[src/disp_pkg.sv]
/* tiny simulation video mode, far below what a real monitor accepts
   canvas, window and timing are fixed here for the whole design; sync pulses are active high */
package disp_pkg;

    typedef logic signed [15:0] coord_t;  // screen coordinate
    typedef logic [5:0] canv_addr_t;      // row-major canvas address
    typedef logic [3:0] canv_pix_t;       // palette index
    typedef logic [14:0] colr_t;          // RGB555, red in the top bits
    typedef logic [7:0] chan_t;           // one widened colour channel
    typedef logic [9:0] tmds_sym_t;       // one TMDS symbol

    // horizontal timing in pixels
    localparam coord_t H_ACTIVE = 16'sd40;
    localparam coord_t H_FRONT = 16'sd4;
    localparam coord_t H_SYNC = 16'sd6;
    localparam coord_t H_BACK = 16'sd6;
    localparam coord_t H_TOTAL = H_ACTIVE + H_FRONT + H_SYNC + H_BACK;  // 56
    localparam coord_t H_SYNC_START = H_ACTIVE + H_FRONT;
    localparam coord_t H_SYNC_END = H_SYNC_START + H_SYNC - 16'sd1;  // inclusive

    // vertical timing in lines
    localparam coord_t V_ACTIVE = 16'sd24;
    localparam coord_t V_FRONT = 16'sd2;
    localparam coord_t V_SYNC = 16'sd2;
    localparam coord_t V_BACK = 16'sd3;
    localparam coord_t V_TOTAL = V_ACTIVE + V_FRONT + V_SYNC + V_BACK;  // 31
    localparam coord_t V_SYNC_START = V_ACTIVE + V_FRONT;
    localparam coord_t V_SYNC_END = V_SYNC_START + V_SYNC - 16'sd1;

    // canvas and the window it is shown in
    localparam coord_t CANV_WIDTH = 16'sd8;
    localparam coord_t CANV_HEIGHT = 16'sd5;
    localparam coord_t CANV_SCALE = 16'sd4;    // screen pixels per canvas pixel
    localparam int CANV_PIXELS = int'(CANV_WIDTH * CANV_HEIGHT);
    localparam int COL_W = $clog2(CANV_WIDTH);   // canvas column counter
    localparam int ROW_W = $clog2(CANV_HEIGHT);  // canvas row counter
    localparam int SUB_W = $clog2(CANV_SCALE);   // steps inside one canvas pixel
    localparam coord_t WIN_STARTX = 16'sd4;
    localparam coord_t WIN_STARTY = 16'sd2;
    localparam coord_t WIN_ENDX = WIN_STARTX + CANV_WIDTH * CANV_SCALE;   // exclusive
    localparam coord_t WIN_ENDY = WIN_STARTY + CANV_HEIGHT * CANV_SCALE;  // exclusive

    localparam colr_t BG_COLR = 15'h0886;  // shown outside the window
    localparam int PAL_DEPTH = 16;

    // DVI control tokens, indexed by {c1, c0}
    localparam tmds_sym_t TMDS_CTRL_00 = 10'b1101010100;
    localparam tmds_sym_t TMDS_CTRL_01 = 10'b0010101011;
    localparam tmds_sym_t TMDS_CTRL_10 = 10'b0101010100;
    localparam tmds_sym_t TMDS_CTRL_11 = 10'b1010101011;

endpackage

[src/display_timings.sv]
/* outputs are one clock behind the internal counters, so the first position
   after reset is (0,0) with frame high; all flags are low while reset is held */
module display_timings (
    input  logic clk_pix,
    input  logic reset,
    output disp_pkg::coord_t sx,  // screen x of the current pixel
    output disp_pkg::coord_t sy,  // screen y
    output logic hsync,
    output logic vsync,
    output logic de,              // active video
    output logic frame            // one clock at (0,0)
);
    import disp_pkg::*;

    coord_t h_cnt, v_cnt;  // free-running scan position

    // line and frame counters
    always_ff @(posedge clk_pix) begin
        if (reset) begin
            h_cnt <= '0;
            v_cnt <= '0;
        end else if (h_cnt == H_TOTAL - 16'sd1) begin
            h_cnt <= '0;
            if (v_cnt == V_TOTAL - 16'sd1) begin
                v_cnt <= '0;  // wrap to next frame
            end else begin
                v_cnt <= v_cnt + 16'sd1;
            end
        end else begin
            h_cnt <= h_cnt + 16'sd1;
        end
    end

    // decode the count into position and flags, all in one register stage
    always_ff @(posedge clk_pix) begin
        if (reset) begin
            sx <= '0;
            sy <= '0;
            hsync <= 1'b0;
            vsync <= 1'b0;
            de <= 1'b0;
            frame <= 1'b0;
        end else begin
            sx <= h_cnt;
            sy <= v_cnt;
            hsync <= (h_cnt >= H_SYNC_START) && (h_cnt <= H_SYNC_END);
            vsync <= (v_cnt >= V_SYNC_START) && (v_cnt <= V_SYNC_END);  // whole lines
            de <= (h_cnt < H_ACTIVE) && (v_cnt < V_ACTIVE);
            frame <= (h_cnt == '0) && (v_cnt == '0);
        end
    end

endmodule

[src/canvas_window.sv]
/* expects sx to step by one each clock and sy by one each line, as display_timings does
   the read address is forced to 0 outside the window */
module canvas_window (
    input  logic clk_pix,
    input  logic reset,
    input  disp_pkg::coord_t sx,
    input  disp_pkg::coord_t sy,
    output disp_pkg::canv_addr_t canv_rd_addr,  // valid one clock after sx/sy
    output logic in_win
);
    import disp_pkg::*;

    logic [COL_W-1:0] col_q, cur_col;    // canvas column
    logic [SUB_W-1:0] subx_q, cur_subx;  // screen pixels into that column
    logic [ROW_W-1:0] row_q, cur_row;    // canvas row
    logic [SUB_W-1:0] suby_q, cur_suby;  // screen lines into that row
    logic in_x, in_y;

    always_comb begin
        in_x = (sx >= WIN_STARTX) && (sx < WIN_ENDX);
        in_y = (sy >= WIN_STARTY) && (sy < WIN_ENDY);
        // window edges restart the counts so nothing carries over between lines or frames
        cur_col = (sx == WIN_STARTX) ? '0 : col_q;
        cur_subx = (sx == WIN_STARTX) ? '0 : subx_q;
        cur_row = (sy == WIN_STARTY) ? '0 : row_q;
        cur_suby = (sy == WIN_STARTY) ? '0 : suby_q;
    end

    // column steps every CANV_SCALE pixels, row every CANV_SCALE lines, no divider needed
    always_ff @(posedge clk_pix) begin
        if (reset) begin
            col_q <= '0;
            subx_q <= '0;
            row_q <= '0;
            suby_q <= '0;
        end else begin
            if (in_x) begin
                if (cur_subx == SUB_W'(CANV_SCALE - 16'sd1)) begin
                    subx_q <= '0;
                    col_q <= cur_col + COL_W'(1);
                end else begin
                    subx_q <= cur_subx + SUB_W'(1);
                    col_q <= cur_col;
                end
            end
            if (in_y && sx == H_TOTAL - 16'sd1) begin  // last pixel of the line
                if (cur_suby == SUB_W'(CANV_SCALE - 16'sd1)) begin
                    suby_q <= '0;
                    row_q <= cur_row + ROW_W'(1);
                end else begin
                    suby_q <= cur_suby + SUB_W'(1);
                    row_q <= cur_row;
                end
            end
        end
    end

    always_ff @(posedge clk_pix) begin
        if (reset) begin
            in_win <= 1'b0;
        end else begin
            in_win <= in_x && in_y;
        end
        if (in_x && in_y) begin
            canv_rd_addr <= canv_addr_t'(cur_row) * canv_addr_t'(CANV_WIDTH)
                          + canv_addr_t'(cur_col);  // row-major
        end else begin
            canv_rd_addr <= '0;
        end
    end

endmodule

[src/canvas_buffer.sv]
/* write addresses beyond the canvas size are not stored
   a read in the same clock as a write to that address returns the old pixel */
module canvas_buffer (
    input  logic clk_pix,
    input  logic canv_we,                       // single-clock write strobe
    input  disp_pkg::canv_addr_t canv_wr_addr,
    input  disp_pkg::canv_pix_t canv_wr_pix,
    input  disp_pkg::canv_addr_t canv_rd_addr,
    output disp_pkg::canv_pix_t canv_rd_pix     // one clock after the address
);
    import disp_pkg::*;

    canv_pix_t mem [CANV_PIXELS];  // 4 bits per pixel, row-major

    // simple dual port, one write and one read each clock
    always_ff @(posedge clk_pix) begin
        if (canv_we && int'(canv_wr_addr) < CANV_PIXELS) begin
            mem[canv_wr_addr] <= canv_wr_pix;
        end
        canv_rd_pix <= mem[canv_rd_addr];  // read-before-write
    end

endmodule

[src/colour_stage.sv]
/* control inputs are expected straight from display_timings, two clocks ahead of canv_rd_pix
   a palette write to the index being read shows in the same output; frame_o is one clock later */
module colour_stage (
    input  logic clk_pix,
    input  logic reset,
    input  logic hsync,
    input  logic vsync,
    input  logic de,
    input  logic frame,
    input  logic in_win,                       // one clock ahead of canv_rd_pix
    input  disp_pkg::canv_pix_t canv_rd_pix,
    input  logic pal_we,                       // palette write strobe
    input  disp_pkg::canv_pix_t pal_wr_addr,
    input  disp_pkg::colr_t pal_wr_colr,
    output disp_pkg::chan_t red,
    output disp_pkg::chan_t green,
    output disp_pkg::chan_t blue,
    output logic hsync_o,
    output logic vsync_o,
    output logic de_o,
    output logic frame_o                       // lines up with the encoder symbols
);
    import disp_pkg::*;

    colr_t pal [PAL_DEPTH];                       // RGB555 palette
    logic [1:0] hsync_d, vsync_d, de_d, frame_d;  // two-stage alignment
    logic in_win_d;
    logic frame_a;                                // frame at colour output time
    colr_t colr;

    // 5 to 8 bits, top bits repeated so full scale stays full scale
    function automatic chan_t widen(input logic [4:0] c);
        return {c, c[4:2]};
    endfunction

    always_ff @(posedge clk_pix) begin
        if (pal_we) begin
            pal[pal_wr_addr] <= pal_wr_colr;
        end
    end

    always_comb begin
        if (!in_win_d) begin
            colr = BG_COLR;
        end else if (pal_we && pal_wr_addr == canv_rd_pix) begin
            colr = pal_wr_colr;  // bypass the entry being written
        end else begin
            colr = pal[canv_rd_pix];
        end
    end

    always_ff @(posedge clk_pix) begin
        if (reset) begin
            hsync_d <= '0;
            vsync_d <= '0;
            de_d <= '0;
            frame_d <= '0;
            in_win_d <= 1'b0;
            hsync_o <= 1'b0;
            vsync_o <= 1'b0;
            de_o <= 1'b0;
            frame_a <= 1'b0;
            frame_o <= 1'b0;
        end else begin
            hsync_d <= {hsync_d[0], hsync};
            vsync_d <= {vsync_d[0], vsync};
            de_d <= {de_d[0], de};
            frame_d <= {frame_d[0], frame};
            in_win_d <= in_win;  // window is one stage behind the timings already
            hsync_o <= hsync_d[1];
            vsync_o <= vsync_d[1];
            de_o <= de_d[1];
            frame_a <= frame_d[1];
            frame_o <= frame_a;  // extra stage for the TMDS register
        end
    end

    always_ff @(posedge clk_pix) begin
        red <= widen(colr[14:10]);
        green <= widen(colr[9:5]);
        blue <= widen(colr[4:0]);
    end

endmodule

[src/tmds_encoder.sv]
/* one DVI channel, symbol registered one clock after its inputs
   running disparity is cleared whenever de is low */
module tmds_encoder (
    input  logic clk_pix,
    input  logic reset,
    input  disp_pkg::chan_t din,     // pixel data while de is high
    input  logic [1:0] ctrl,         // {c1, c0} sent during blanking
    input  logic de,
    output disp_pkg::tmds_sym_t sym
);
    import disp_pkg::*;

    logic [3:0] n1_d;              // ones in din
    logic [3:0] n1_q;              // ones in q_m[7:0]
    logic use_xnor;
    logic [8:0] q_m;               // transition-minimised word
    logic signed [5:0] bal;        // ones minus zeros in q_m[7:0]
    logic signed [5:0] cnt;        // running disparity
    logic signed [5:0] cnt_next;
    tmds_sym_t sym_next;

    // stage 1 of the algorithm, XOR or XNOR chain
    always_comb begin
        n1_d = '0;
        for (int i = 0; i < 8; i++) begin
            n1_d = n1_d + 4'(din[i]);
        end
        use_xnor = (n1_d > 4'd4) || (n1_d == 4'd4 && !din[0]);
        q_m[0] = din[0];
        for (int i = 1; i < 8; i++) begin
            q_m[i] = use_xnor ? ~(q_m[i-1] ^ din[i]) : (q_m[i-1] ^ din[i]);
        end
        q_m[8] = !use_xnor;  // tells the receiver which chain was used
        n1_q = '0;
        for (int i = 0; i < 8; i++) begin
            n1_q = n1_q + 4'(q_m[i]);
        end
        bal = $signed({1'b0, n1_q, 1'b0}) - 6'sd8;
    end

    // stage 2, invert or not to pull the disparity back towards zero
    always_comb begin
        if (cnt == '0 || bal == '0) begin
            sym_next = {~q_m[8], q_m[8], q_m[8] ? q_m[7:0] : ~q_m[7:0]};
            cnt_next = q_m[8] ? cnt + bal : cnt - bal;
        end else if ((cnt > 6'sd0 && bal > 6'sd0) || (cnt < 6'sd0 && bal < 6'sd0)) begin
            sym_next = {1'b1, q_m[8], ~q_m[7:0]};  // inverted
            cnt_next = cnt + (q_m[8] ? 6'sd2 : 6'sd0) - bal;
        end else begin
            sym_next = {1'b0, q_m[8], q_m[7:0]};
            cnt_next = cnt - (q_m[8] ? 6'sd0 : 6'sd2) + bal;
        end
    end

    always_ff @(posedge clk_pix) begin
        if (reset) begin
            sym <= TMDS_CTRL_00;
            cnt <= '0;
        end else if (de) begin
            sym <= sym_next;
            cnt <= cnt_next;
        end else begin
            cnt <= '0;  // blanking restarts the balance
            case (ctrl)
                2'b00: sym <= TMDS_CTRL_00;
                2'b01: sym <= TMDS_CTRL_01;
                2'b10: sym <= TMDS_CTRL_10;
                default: sym <= TMDS_CTRL_11;
            endcase
        end
    end

endmodule

[src/display_top.sv]
/* parallel 10-bit symbols only, serializer and clock channel live outside
   a pixel's symbols appear 5 clocks after the timing counters reach it */
module display_top (
    input  logic clk_pix,
    input  logic reset,
    input  logic canv_we,
    input  disp_pkg::canv_addr_t canv_wr_addr,
    input  disp_pkg::canv_pix_t canv_wr_pix,
    input  logic pal_we,
    input  disp_pkg::canv_pix_t pal_wr_addr,
    input  disp_pkg::colr_t pal_wr_colr,
    output disp_pkg::tmds_sym_t tmds_ch0,  // blue with sync
    output disp_pkg::tmds_sym_t tmds_ch1,  // green
    output disp_pkg::tmds_sym_t tmds_ch2,  // red
    output logic frame_out                 // with the first active symbols
);
    import disp_pkg::*;

    coord_t sx, sy;
    logic hsync, vsync, de, frame;           // from the timing generator
    canv_addr_t canv_rd_addr;
    logic in_win;
    canv_pix_t canv_rd_pix;
    chan_t red, green, blue;
    logic disp_hsync, disp_vsync, disp_de;   // aligned with the colour

    display_timings i_display_timings (
        .clk_pix(clk_pix), .reset(reset),
        .sx(sx), .sy(sy), .hsync(hsync), .vsync(vsync), .de(de), .frame(frame)
    );

    canvas_window i_canvas_window (
        .clk_pix(clk_pix), .reset(reset), .sx(sx), .sy(sy),
        .canv_rd_addr(canv_rd_addr), .in_win(in_win)
    );

    canvas_buffer i_canvas_buffer (
        .clk_pix(clk_pix), .canv_we(canv_we), .canv_wr_addr(canv_wr_addr),
        .canv_wr_pix(canv_wr_pix), .canv_rd_addr(canv_rd_addr), .canv_rd_pix(canv_rd_pix)
    );

    colour_stage i_colour_stage (
        .clk_pix(clk_pix), .reset(reset),
        .hsync(hsync), .vsync(vsync), .de(de), .frame(frame), .in_win(in_win),
        .canv_rd_pix(canv_rd_pix),
        .pal_we(pal_we), .pal_wr_addr(pal_wr_addr), .pal_wr_colr(pal_wr_colr),
        .red(red), .green(green), .blue(blue),
        .hsync_o(disp_hsync), .vsync_o(disp_vsync), .de_o(disp_de), .frame_o(frame_out)
    );

    // sync rides on the blue channel as c0 = hsync, c1 = vsync
    tmds_encoder i_tmds_ch0 (
        .clk_pix(clk_pix), .reset(reset), .din(blue),
        .ctrl({disp_vsync, disp_hsync}), .de(disp_de), .sym(tmds_ch0)
    );

    tmds_encoder i_tmds_ch1 (
        .clk_pix(clk_pix), .reset(reset), .din(green),
        .ctrl(2'b00), .de(disp_de), .sym(tmds_ch1)
    );

    tmds_encoder i_tmds_ch2 (
        .clk_pix(clk_pix), .reset(reset), .din(red),
        .ctrl(2'b00), .de(disp_de), .sym(tmds_ch2)
    );

endmodule

[config.mk]
export PLATFORM = sky130hd
export DESIGN_NAME = display_top
export DESIGN_NICKNAME = d
export VERILOG_FILES = /design/src/disp_pkg.sv /design/src/display_timings.sv /design/src/canvas_window.sv /design/src/canvas_buffer.sv /design/src/colour_stage.sv /design/src/tmds_encoder.sv /design/src/display_top.sv
export SDC_FILE = /design/constraint.sdc
export NUM_CORES = 1
export LEC_CHECK = 0
export BUFFER_PORTS_ARGS = -buffer_cell sky130_fd_sc_hd__buf_2
export CAP_MARGIN = 20
export CORE_MARGIN = 3
export CORE_UTILIZATION = 40
export CTS_CLUSTER_DIAMETER = 40
export DETAILED_ROUTE_END_ITERATION = 10
export GPL_ROUTABILITY_DRIVEN = 0
export PLACE_DENSITY = 0.63
export SKIP_CTS_REPAIR_TIMING = 1
export SYNTH_ARGS = -nofsm -noshare
export SYNTH_HDL_FRONTEND = slang
export SYNTH_SLANG_ARGS = --single-unit
[constraint.sdc]
create_clock -name clk_pix -period 11 [get_ports clk_pix]
set_input_delay 0 -clock clk_pix [delete_from_list [all_inputs] [get_ports clk_pix]]
set_output_delay 0 -clock clk_pix [all_outputs]
set_load 0.03 [all_outputs]
==> results.cfg <==
[run_status]
outcome = finished, violations left
failed_checks = negative hold slack

[synth]
yosys.area.top_type = edfxtp_1
syn_area_um2 = 25400
ys_top_cells_by_area = edfxtp_1, dfxtp_1, mux4_2
synth_cells = 1746
async_flop_share_pct = 0
synth_top_area_share_pct = 47.3
synth.distinct_cells = 69
ys_seq_area_share_pct = 60.1
synth_nets = 1913
ys_ff_latch = 563
yosysWarnings = 0
synth_flop_cell = edfxtp_1
syn_avg_cell_area_um2 = 14.5
synth-edff-count = 400

[layout]
final_area_um2 = 29900
antenna_cells = 0
area_delta_synth_final_pct = 17.9
nFillCells = 5339
drive_gt1_share_pct = 20.7
fin_cells = 2795
layout.nets = 2054
multiInputGateArea_um2 = 9430
seq_area_um2 = 15300

[timing]
slew_headroom_pct = 44.3
slew_violations = 0
fmax_ghz = 0.120
tns_ps = 0
max_slew.worst_pin.slew_ps = 834
finalSetupViolCount = 0
final.setup_skew_ps = 45.8
finalHoldViolations = 13
fin_crit_sh_pct = 75.6
rsz0062_at_grt = false
fin_crit_ps = 8320
hold_ws_ps = -12.3

[grt]
overflow = 0
grt_max_degree = 68
track_usage_pct = 15.8
grt_pass1_wl_um = 82900
antenna_found_initial = 0
grt_pass1_vias = 14700

[clock_tree]
clock_latency_ps = 630
cts_root_buf = clkbuf_16
clkTransAtPathRegs_ps = 50
cts_buffer_depth = 3
cts_sinks = 563
cts_tree = done
h-tree-depth = 3
cts_buffers = 86

[route]
first_pass_iters = 5
highest-signal-layer = met4
viasPerCell = 5.16
remaining_drc_errors = 0
vias = 14400
ant_nets = 0
wl_per_cell_um = 18.6
m1WireLength_um = 22700
drtIter0Drc = 1031
met3WireLength_um = 3060
route.final.wire_length_um = 52100
met2RoutedLength_um = 25400

[placement]
place_area_um2 = 26800
dp.cells = 2614
place_hpwl_um = 33000
io_buffers = 63

[setup_path]
cp_max_fo = 9
slowest_stage = dfxtp_1
critPathRequiredTime_ps = 11550
cp.arrival_ps = 8870
path_buf_inv = 6
cpPeakStageDelay_ps = 490
crit_family = adder cells
worst_path_most_repeated_cell = fa_1
crit_type = reg -> reg
critPathLaunchType = flop
endpoint_kind = flop

[hold_path]
hold_path_class = in -> reg

[floorplan]
start_util_pct = 40.8
core_um2 = 62300
dieHeight_um = 258
rows = 91
ios = 64
dieArea_um2 = 66600
die_w_um = 258

[power]
power_density_nw_per_um2 = 171
ir_worst_vdd_mv = 0.136
leakagePower_nw = 10.6

[flow_run]
drv_cap = 0
==> layout make-up <==
class                      instances  area share, %
inverter                         128           1.60
clock inverter                    53           2.14
tap                              837           3.50
multi-input combinational        996           31.5
sequential                       563           51.0
timing repair buffer             112           2.44
clock buffer                     106           7.78
==> cell usage in the layout (no fill, tap or decap), types with 28 or more instances in the layout <==
cell type,synthesis,routed
xor2_1,34,34
nor2b_1,68,68
ha_1,97,97
mux2i_1,28,28
buf_4,4,30
mux4_2,123,123
buf_2,15,63
nor2_1,128,119
clkbuf_16,0,87
o21ai_0,35,35
nand2_1,77,77
xnor2_1,74,74
dfxtp_1,163,160
inv_1,126,126
a21oi_1,55,55
fa_1,37,37
edfxtp_1,400,400
==> through the flow <==
step / total power [mW] / util (%) / worst slack, ps
floorplan: 2.40 / - / 3360
global placement: 2.45 / 43.0 / 2820
detailed placement: 2.45 / 43.0 / 2560
CTS: 5.18 / 47.7 / 2540
global route: 5.30 / 48.1 / 2180
finish: 5.12 / 48.1 / 2680
==> Yosys cell counts (all sizes together) (11+ instances only) <==
| cell | instances |
|---|---|
| edfxtp | 400 |
| dfxtp | 163 |
| inv | 128 |
| nor2 | 128 |
| mux4 | 123 |
| ha | 97 |
| xnor2 | 78 |
| nand2 | 77 |
| nor2b | 68 |
| a21oi | 56 |
| o21ai | 43 |
| fa | 37 |
| xor2 | 36 |
| clkbuf | 34 |
| mux2i | 28 |
| nand3 | 26 |
| buf | 25 |
| nor3 | 23 |
| a21o | 22 |
| or3 | 17 |
| a211oi | 15 |
| nor4 | 15 |
| a31oi | 12 |
| nand4 | 11 |
==> worst register-to-register path: cells and delay by family, from the launching register on <==
| kind | cells | cell delay [ps] |
|---|---|---|
| xor+xnor | 3 | 780 |
| flops | 1 | 490 |
| buf+inv | 6 | 480 |
| compound gates | 5 | 990 |
| simple gates | 5 | 730 |
| fa+ha+maj | 12 | 4830 |
==> logic make-up after synthesis <==
family	count (synthesis)	synth area share, %
flip-flops	563	60.1
buffers and inverters	187	2.90
AO/OA/AOI/OAI	177	4.41
XOR/XNOR	115	4.20
AND/OR/NAND/NOR	418	8.60
multiplexers	152	12.1
adder cells (fa/ha/maj)	134	7.70
==> per-layer routing <==
metal,global-route usage [%],up-vias
met5,0,-
met4,4.51,0
met3,3.51,77
met2,25.9,339
met1,21.2,7292
li1,-,6714
==> flip-flops by register name, summed over array words and instances, names as in the netlist, 6 cells and up <==
register,cells
i_display_timings.h_cnt,16
i_display_timings.sx,16
i_colour_stage.pal,240
i_display_timings.v_cnt,16
i_tmds_ch1.sym,10
i_tmds_ch0.sym,10
i_display_timings.sy,16
i_canvas_buffer.mem,160
i_tmds_ch2.sym,10
i_canvas_window.canv_rd_addr,6
==> worst paths after layout <==
path | from | to | slack (ps) | depth (start not counted)
min reg2reg | i_colour_stage.hsync_d[1] | i_colour_stage.hsync_o | 430 | 1
min | pal_wr_addr[0] | i_colour_stage.pal[15][14] | -10 | 3
max reg2reg | i_colour_stage.green[5] | i_tmds_ch1.cnt[5] | 2680 | 31
max | i_colour_stage.green[5] | i_tmds_ch1.cnt[5] | 2680 | 31
==> where the power goes <==
group | switching (mW) | internal (mW)
Combinational | 0.0716 | 0.0361
Sequential | 0.00797 | 2.30
Clock | 0.995 | 1.71
Total | 1.07 | 4.05
Power figures use the tool's default switching activity.
